**config.mk**
```make
export PLATFORM = sky130hd
export DESIGN_NAME = analog_top
export DESIGN_NICKNAME = d
export VERILOG_FILES = /design/src/hw/analog_pkg.sv /design/src/hw/adc_capture.sv /design/src/hw/linear_calib.sv /design/src/hw/dac_format.sv /design/src/hw/analog_top.sv
export SDC_FILE = /design/constraint.sdc
export NUM_CORES = 2
export LEC_CHECK = 0
export BUFFER_PORTS_ARGS = -buffer_cell sky130_fd_sc_hd__buf_2
export CORE_MARGIN = 1.5
export CORE_UTILIZATION = 50
export CTS_CLUSTER_SIZE = 16
export DETAILED_ROUTE_END_ITERATION = 10
export PLACE_DENSITY = 0.67
export SETUP_SLACK_MARGIN = 0.15
export SYNTH_ARGS = -nofsm -noshare
export SYNTH_HDL_FRONTEND = slang
export SYNTH_SLANG_ARGS = --single-unit
```
**constraint.sdc**
```tcl
create_clock -name adc_clk -period 19.68 [get_ports adc_clk]
set_input_delay 3.936 -clock adc_clk [delete_from_list [all_inputs] [get_ports adc_clk]]
set_output_delay 3.936 -clock adc_clk [all_outputs]
set_load 0.05 [all_outputs]
```
**src/hw/analog_pkg.sv**
```systemverilog
////////////////////
// Analog front end shared definitions
// Sample widths, calibration constants and stream types
////////////////////

package analog_pkg;

  ////////////////////
  // Widths
  ////////////////////

  // Two channels, ADC and DAC alike
  localparam int unsigned CHN_NUM = 2;
  // Converter sample width
  localparam int unsigned SMP_W = 14;
  // Calibration gain width
  localparam int unsigned GAIN_W = 16;
  // Gain of 0x4000 is unity
  localparam int unsigned GAIN_SHIFT = 14;
  // Full product of sample and gain
  localparam int unsigned PROD_W = SMP_W + GAIN_W;
  // Shifted product plus offset, one guard bit
  localparam int unsigned SUM_W = PROD_W - GAIN_SHIFT + 1;

  ////////////////////
  // Types
  ////////////////////

  // Two's complement sample
  typedef logic signed [SMP_W-1:0] sample_t;
  // Converter code, bits 15..2 of the 16-bit word
  typedef logic [SMP_W-1:0] raw_t;

  typedef sample_t [CHN_NUM-1:0] chan_smp_t;
  typedef raw_t [CHN_NUM-1:0] chan_raw_t;

  // Per channel linear calibration
  typedef struct packed {
    logic signed [GAIN_W-1:0] gain;
    sample_t                  offset;
  } calib_t;

  typedef calib_t [CHN_NUM-1:0] chan_calib_t;

  // Quasi-static front end configuration
  typedef struct packed {
    logic        digital_loop;
    chan_calib_t adc_cal;
    chan_calib_t dac_cal;
  } analog_cfg_t;

  ////////////////////
  // Constants
  ////////////////////

  // Saturation limits
  localparam sample_t SMP_MAX = sample_t'(2 ** (SMP_W - 1) - 1);
  localparam sample_t SMP_MIN = sample_t'(-(2 ** (SMP_W - 1)));
  // Negative slope code for zero
  localparam raw_t RAW_ZERO = raw_t'(2 ** (SMP_W - 1) - 1);

  // Offset binary with negative slope <-> two's complement
  // Same rule both ways: keep MSB, invert the rest
  function automatic logic [SMP_W-1:0] code_flip(input logic [SMP_W-1:0] word);
    return {word[SMP_W-1], ~word[SMP_W-2:0]};
  endfunction

endpackage

```
**src/hw/adc_capture.sv**
```systemverilog
////////////////////
// ADC capture
// Registers raw ADC codes, converts to signed, loopback mux
////////////////////

`timescale 1ns/1ps

module adc_capture (
  // Clock and reset
  input  logic                  adc_clk,
  input  logic                  top_rst,
  // Raw ADC codes from the pins
  input  analog_pkg::chan_raw_t adc_dat_i,
  // Calibrated DAC samples for loopback
  input  analog_pkg::chan_smp_t loop_smp_i,
  input  logic                  digital_loop_i,
  // Captured sample pair
  output analog_pkg::chan_smp_t smp_o
);

  import analog_pkg::*;

  // Converted ADC samples, one per channel
  chan_smp_t adc_smp;

  ////////////////////
  // Input register
  ////////////////////

  // Conversion folded into the IO register
  // Low two converter bits already dropped at the port
  always_ff @(posedge adc_clk or posedge top_rst) begin
    if (top_rst) begin
      adc_smp <= '0;
    end else begin
      for (int i = 0; i < CHN_NUM; i++) begin
        adc_smp[i] <= sample_t'(code_flip(adc_dat_i[i]));
      end
    end
  end

  ////////////////////
  // Loopback
  ////////////////////

  // Mux sits after the register, so loopback adds no cycle
  // Both channels switch together
  assign smp_o = digital_loop_i ? loop_smp_i : adc_smp;

endmodule

```
**src/hw/linear_calib.sv**
```systemverilog
////////////////////
// Linear calibration
// Gain multiply, shift, offset add and saturation, 2 cycles
////////////////////

`timescale 1ns/1ps

module linear_calib (
  // Clock and reset
  input  logic                    adc_clk,
  input  logic                    top_rst,
  // Sample pair in
  input  analog_pkg::chan_smp_t   smp_i,
  // Gain and offset per channel
  input  analog_pkg::chan_calib_t cal_i,
  // Calibrated pair out
  output analog_pkg::chan_smp_t   smp_o
);

  import analog_pkg::*;

  // Stage one products
  logic signed [PROD_W-1:0] prod_q [CHN_NUM];
  // Shifted product plus offset, before saturation
  logic signed [SUM_W-1:0]  sum_w  [CHN_NUM];
  // Saturated result
  chan_smp_t                sat_w;
  // Stage two register
  chan_smp_t                smp_q;

  ////////////////////
  // Stage one
  ////////////////////

  // Full width signed product, nothing lost yet
  always_ff @(posedge adc_clk or posedge top_rst) begin
    if (top_rst) begin
      for (int i = 0; i < CHN_NUM; i++) begin
        prod_q[i] <= '0;
      end
    end else begin
      for (int i = 0; i < CHN_NUM; i++) begin
        prod_q[i] <= sample_t'(smp_i[i]) * cal_i[i].gain;
      end
    end
  end

  ////////////////////
  // Stage two
  ////////////////////

  // Arithmetic shift drops the gain fraction
  // Offset sampled here, at the stage it is added
  always_comb begin
    for (int i = 0; i < CHN_NUM; i++) begin
      sum_w[i] = SUM_W'(prod_q[i] >>> GAIN_SHIFT) + SUM_W'(cal_i[i].offset);
      // Clamp to the 14-bit range
      if (sum_w[i] > SMP_MAX) begin
        sat_w[i] = SMP_MAX;
      end else if (sum_w[i] < SMP_MIN) begin
        sat_w[i] = SMP_MIN;
      end else begin
        sat_w[i] = sample_t'(sum_w[i]);
      end
    end
  end

  // Output register, zero after reset
  always_ff @(posedge adc_clk or posedge top_rst) begin
    if (top_rst) begin
      smp_q <= '0;
    end else begin
      smp_q <= sat_w;
    end
  end

  assign smp_o = smp_q;

endmodule

```
**src/hw/dac_format.sv**
```systemverilog
////////////////////
// DAC format
// Signed samples to negative slope DAC code, registered
////////////////////

`timescale 1ns/1ps

module dac_format (
  // Clock and reset
  input  logic                  adc_clk,
  input  logic                  top_rst,
  // Calibrated sample pair
  input  analog_pkg::chan_smp_t smp_i,
  // DAC codes, one per channel
  output analog_pkg::chan_raw_t dac_dat_o
);

  import analog_pkg::*;

  // Output register, feeds the pins directly
  chan_raw_t dac_q;

  // Reset parks the DAC at mid scale, which is zero volts
  always_ff @(posedge adc_clk or posedge top_rst) begin
    if (top_rst) begin
      dac_q <= {CHN_NUM{RAW_ZERO}};
    end else begin
      // Same bit flip as on the ADC side
      for (int i = 0; i < CHN_NUM; i++) begin
        dac_q[i] <= raw_t'(code_flip(smp_i[i]));
      end
    end
  end

  // Channels leave as one packed pair
  assign dac_dat_o = dac_q;

endmodule

```
**src/hw/analog_top.sv**
```systemverilog
////////////////////
// Analog front end top
// ADC capture and calibration, DAC calibration and formatting
////////////////////

`timescale 1ns/1ps

module analog_top (
  // Clock and reset
  input  logic                    adc_clk,
  input  logic                    top_rst,
  // ADC pins
  input  analog_pkg::chan_raw_t   adc_dat_i,
  // Generator samples toward the DAC
  input  analog_pkg::chan_smp_t   gen_dat_i,
  // Calibration and loopback settings
  input  analog_pkg::analog_cfg_t cfg_i,
  // Calibrated ADC samples
  output analog_pkg::chan_smp_t   adc_cal_o,
  // DAC pins
  output analog_pkg::chan_raw_t   dac_dat_o
);

  import analog_pkg::*;

  // Configuration fields
  logic        digital_loop;
  chan_calib_t adc_cal;
  chan_calib_t dac_cal;

  // Captured ADC pair, or looped back DAC pair
  chan_smp_t   adc_smp;
  // Calibrated generator pair
  chan_smp_t   dac_smp;

  assign digital_loop = cfg_i.digital_loop;
  assign adc_cal      = cfg_i.adc_cal;
  assign dac_cal      = cfg_i.dac_cal;

  ////////////////////
  // ADC path
  ////////////////////

  // 1 cycle capture then 2 cycle calibration
  adc_capture adc_capture_i (
    .adc_clk        (adc_clk),
    .top_rst        (top_rst),
    .adc_dat_i      (adc_dat_i),
    .loop_smp_i     (dac_smp),
    .digital_loop_i (digital_loop),
    .smp_o          (adc_smp)
  );

  linear_calib linear_adc (
    .adc_clk (adc_clk),
    .top_rst (top_rst),
    .smp_i   (adc_smp),
    .cal_i   (adc_cal),
    .smp_o   (adc_cal_o)
  );

  ////////////////////
  // DAC path
  ////////////////////

  // Calibrated output also feeds the loopback mux
  linear_calib linear_dac (
    .adc_clk (adc_clk),
    .top_rst (top_rst),
    .smp_i   (gen_dat_i),
    .cal_i   (dac_cal),
    .smp_o   (dac_smp)
  );

  dac_format dac_format_i (
    .adc_clk   (adc_clk),
    .top_rst   (top_rst),
    .smp_i     (dac_smp),
    .dac_dat_o (dac_dat_o)
  );

endmodule

```
* Yosys cells after proc, flatten, opt, wreduce, memory -nomap -nowiden
Index checks and enable logic that the tools add are counted.
** Word-level totals
- Flip-flop bits (word level) :: 232
- Input bits :: 179
- Output and inout port bits :: 56
- Word-level logic and storage cells :: 41
** Operators by class
- Add/subtract/negate cells :: 4
- Multiply operators :: 4
- $lt $le $gt $ge :: 8
- Mux-type cells :: 9
- Bitwise logic cells :: 4
** Operator list (number)
- 14-bit by 16-bit multiplier with 30-bit output :: 4
- 14-bit 2-to-1 mux :: 8
- 16-bit by 14-bit adder with 17-bit output :: 4
- 17-bit by 14-bit > comparator with 1-bit output, second input constant :: 4
- 17-bit by 14-bit less-than comparator with 1-bit output, second input constant :: 4
- 13-bit NOT :: 4
- 28-bit 2-to-1 mux :: 1

* Depth between registers and ports, before layout
- Depth in word-level cells :: 4
- Mapped depth :: 27
- Depth with buffers taken out :: 24

* Modules after synthesis
From an unflattened synthesis, not the netlist that was laid out.
** Second synthesis, totals
- Cell total of the unflattened synthesis :: 4296
- Area, all modules :: 41074.4 µm²
** Modules (own cells, without submodules)
- linear_calib (linear_dac) :: times used 1, cells each 2097, area each 19748.9 µm², sequential area each 1501.4 µm²
- linear_calib (linear_adc) :: times used 1, cells each 2058, area each 19247.2 µm², sequential area each 1501.4 µm²
- adc_capture :: times used 1, cells each 86, area each 1243.7 µm², sequential area each 700.7 µm²
- dac_format :: times used 1, cells each 55, area each 834.6 µm², sequential area each 733.2 µm²

* Worst setup path before layout
No wires, ideal clock.
- Kind :: in2reg
- From :: in cfg_i[120] in the netlist's numbering
- To :: reg linear_adc.prod_q[27] in the netlist's numbering
- Setup time :: 0.128 ns
- Arrival time :: 10.329 ns
- Required time :: 19.552 ns
- Path slack :: 9.224 ns
- Cell stages on the path :: 27
- Path buffers :: 3
- Cells stage by stage :: buf_6 -> clkbuf_1 -> mux2i_1 -> clkbuf_1 -> nor2b_1 -> fa_1 -> inv_1 -> fa_1 -> inv_1 -> fa_1 -> inv_1 -> fa_1 -> inv_1 -> fa_1 -> inv_1 -> fa_1 -> inv_1 -> ha_1 -> o21ai_0 -> a21oi_1 -> o211a_1 -> o21ai_2 -> o21bai_2 -> a221o_2 -> a211oi_1 -> o21bai_1 -> xor2_1
** Between the ends
- Word-level cells in the longest chain between the ends :: 2
** Ends and longest elaborated chain
- from (decl) :: line analog_top.sv:17 : input analog_pkg::analog_cfg_t cfg_i,
- 28-bit 2-to-1 mux :: line adc_capture.sv:48 : assign smp_o = digital_loop_i ? loop_smp_i : adc_smp;
- 14-bit by 16-bit multiplier with 30-bit output :: line linear_calib.sv:43 : prod_q[i] <= sample_t'(smp_i[i]) * cal_i[i].gain;
- to (signal, indexed assignment) :: line linear_calib.sv:43
- to (decl) :: line linear_calib.sv:23 : logic signed [PROD_W-1:0] prod_q [CHN_NUM];
Every way passes these cells.

* Final worst setup path
- From :: in cfg_i[120] in the netlist's numbering
- To :: reg linear_adc.prod_q[58] in the netlist's numbering
Same word-level chain as after synthesis.

==> flow_summary.ini <==
[synth]
netlist.area_leader.share_pct = 43.4
synth.distinct_cells = 75
syn-num-nets = 5615
synthTopCellsByArea = fa_1, ha_1, inv_1, dfrtp_1, and2_1
yosys_most_used_dff = dfrtp_1
synth_seq_cells = 176
async_reset_ff_share_pct = 100
synth-seq-area-share_pct = 11.0
syn_area_per_cell_um2 = 9.56
netlist_instances = 4224
synth_largest_area_cell = fa_1
syn-cell-area_um2 = 40400
synth-edff-count = 0
ys_warn_count = 0

[timing]
min_period_ns = 10.21
slew_violations = 0
fin_crit_sh_pct = 51.9
max_slew_margin_pct = 26.1
fmax_mhz = 97.9
whs_ns = 0.399
setup_tns_ns = 0
finalHoldViolCount = 0
setup_violations = 0
rsz0062_at_grt = no
worst_pin_slew_ns = 1.11
clock_skew_ns = 0.0228

[setup_path]
timing.critical_path.to_type = flip-flop
worstPathMaxFanout = 28
cpMaxStageDelayCell = fa_1
crit_type = in2reg
start_kind = primary input
cp.arrival_ns = 10.58
slowest_delay_ns = 0.90
crit_path_cell_trace = buf_2 > buf_4 > mux2i_1 > buf_4 > nor2_1 > ha_1 > inv_1 > fa_1 > inv_1 > fa_1 > fa_1 > fa_1 > inv_1 > fa_1 > inv_1 > ha_1 > inv_1 > or3_1 > a311o_1 > a211oi_2 > or3_1 > a21oi_1 > xnor2_1
cp_data_required_time_ns = 20.05

[clock_network]
cts_tree = yes
cts_resized = 0
cts_buffers = 17
cts-root-buf = clkbuf_16
clk_pin_slew_worst_paths_ns = 0.07
post_cts_buffers = 0
h-tree-depth = 4
cts_sinks = 176
clkLatencyLatePin_ns = 0.50
cts_hold_buffers = 0
clockBufferDepth = 2

[drt]
first_pass_iters = 7
vias = 27500
wire_per_inst_um = 16.5
drcViolationCount = 0
viasPerCell = 5.07
dr.first_iter.drc_count = 1124
ant_nets = 0
routed_wl_um = 89600

[floorplanning]
core-area_um2 = 80200
initial_core_util_pct = 50.4
rows = 104
io_pins = 235
die-width_um = 287
dieArea_um2 = 82400
die_height_um = 287

[min_path]
hold_class = reg2reg

[layout]
fillCellCount = 7350
fin_cells = 5432
syn_to_final_growth_pct = 6.65
layout-drive-gt1-share_pct = 8.05
layout.nets = 5748

[place]
dp_cells = 5398
place.gp.congestion = 0.840
io_buffers = 234
dp_hpwl_um = 73900

[global_route]
grt_usage_pct = 23.2
antenna_found_initial = 6
grt_pass1_wl_um = 151000
grt_max_degree = 123
grt_pass1_vias = 30000
globalRoute.totalOverflow = 0

[flow_run]
maxCapViolCount = 0

[status]
outcome = complete, no violations
synth_stat cells (3+ instances only):
cell / n
or2_2: 10
clkbuf_1: 129
o21a_1: 15
a21oi_1: 83
fa_1: 876
o21ai_1: 14
o211a_1: 6
o211ai_1: 3
a21o_1: 105
o22a_1: 3
ha_1: 336
o21bai_1: 13
o21ai_0: 37
and3_1: 12
xor2_1: 38
nand2b_1: 46
nand4_1: 9
a211oi_1: 9
xnor2_1: 107
dfrtp_1: 150
nand2_1: 429
nor2_1: 102
or3_1: 6
nor4_1: 5
and2_1: 263
mux2i_1: 17
a2111oi_0: 3
buf_2: 3
o22ai_1: 5
a31oi_1: 10
a31o_2: 6
nor2b_1: 177
inv_1: 1050
nor3_1: 23
mux2_2: 17
a211o_1: 9
dfstp_2: 26
nand3_1: 18
a41o_1: 3
o31ai_1: 5
per-stage QoR:
| step | area [um2] | util [%] | setup slack (ns) |
|---|---|---|---|
| 3_5_place_dp | 42500 | 53.0 | 8.96 |
| 6_report | 43100 | 53.7 | 9.47 |
| 2_1_floorplan | 40400 | - | 9.22 |
| 3_3_place_gp | 42500 | 53.0 | 9.10 |
| 5_1_grt | 43000 | 53.7 | 9.19 |
| 4_1_cts | 43000 | 53.7 | 9.50 |
cells in the final DEF, fill, tap and decap left out, drive strengths merged, types with 12 or more instances in the layout:
cell and instances:
nand2 429, and2 263, xor2 38, ha 336
dfrtp 150, nand3 18, buf 250, nor2b 177
a21oi 83, o21bai 15, mux2 17, dfstp 26
clkbuf 19, nor2 102, fa 876, o21a 15
xnor2 107, a21o 105, and3 12, o21ai 52
mux2i 17, nor3 24, inv 1057, nand2b 46
final timing paths:
| path | start | endpoint | slack [ns] | cells past startpoint |
|---|---|---|---|---|
| worst min-delay path | linear_dac.smp_o[11]$_DFF_PP0_ | dac_format_i.dac_dat_o[11]$_DFF_PP1_ | 0.40 | 1 |
| worst max-delay path | cfg_i[120] | linear_adc.prod_q[58]$_DFF_PP0_ | 9.47 | 23 |
| min in group asynchronous | top_rst | linear_adc.prod_q[18]$_DFF_PP0_ | 3.62 | 2 |
| max in group asynchronous | top_rst | linear_dac.prod_q[44]$_DFF_PP0_ | 14.75 | 3 |
| worst min register to register | linear_dac.smp_o[11]$_DFF_PP0_ | dac_format_i.dac_dat_o[11]$_DFF_PP1_ | 0.40 | 1 |
| worst max register to register | linear_dac.smp_o[0]$_DFF_PP0_ | linear_adc.prod_q[58]$_DFF_PP0_ | 13.17 | 21 |
flip-flops by register name, indices dropped and copies added, names as in the netlist:
| signal | count |
|---|---|
| linear_adc.prod_q | 32 |
| linear_dac.prod_q | 32 |
| adc_capture_i.adc_smp | 28 |
| dac_format_i.dac_dat_o | 28 |
| linear_adc.smp_o | 28 |
| linear_dac.smp_o | 28 |
worst max-delay path: cells and delay by family:
| family | cells | cell delay, ns |
|---|---|---|
| AOI/OAI and AO/OA | 3 | 0.77 |
| adders and majority gates | 7 | 3.60 |
| xor gates and xnor gates | 1 | 0.12 |
| and+or+nand+nor | 3 | 0.65 |
| muxes | 1 | 0.27 |
| buffers and inverters | 8 | 1.16 |
logic make-up after synthesis:
group,count (synthesis),synth area share (%)
multiplexers,34,0.896
XOR/XNOR,145,3.15
adder cells (fa/ha/maj),1212,53.9
AND/OR/NAND/NOR,1112,13.9
buffers and inverters,1186,11.1
AO/OA/AOI/OAI,359,6.14
flip-flops,176,11.0
per-layer routing:
layer  wire [um]  part of all wire, %  track usage (%)
met2       44900                   50             40.6
met1       39100                   44             30.6
met5          66                0.074                0
met3        3700                  4.1             2.81
met4        1890                  2.1             5.99
layout make-up:
| type | instances | area [um2] | area share, % |
|---|---|---|---|
| diodes | 2 | 5.00 | 0.0116 |
| clock buffers | 19 | 433 | 1.01 |
| clock inverters | 13 | 148 | 0.343 |
| inverters | 1050 | 3950 | 9.17 |
| multi-input cells | 2862 | 31500 | 73.1 |
| flip-flops and latches | 176 | 4440 | 10.3 |
| well taps | 1060 | 1330 | 3.08 |
| repair buffers | 250 | 1290 | 3.00 |
Power is not shown: default switching activity piles up to over one toggle a cycle in this logic, so the estimate is an artifact.
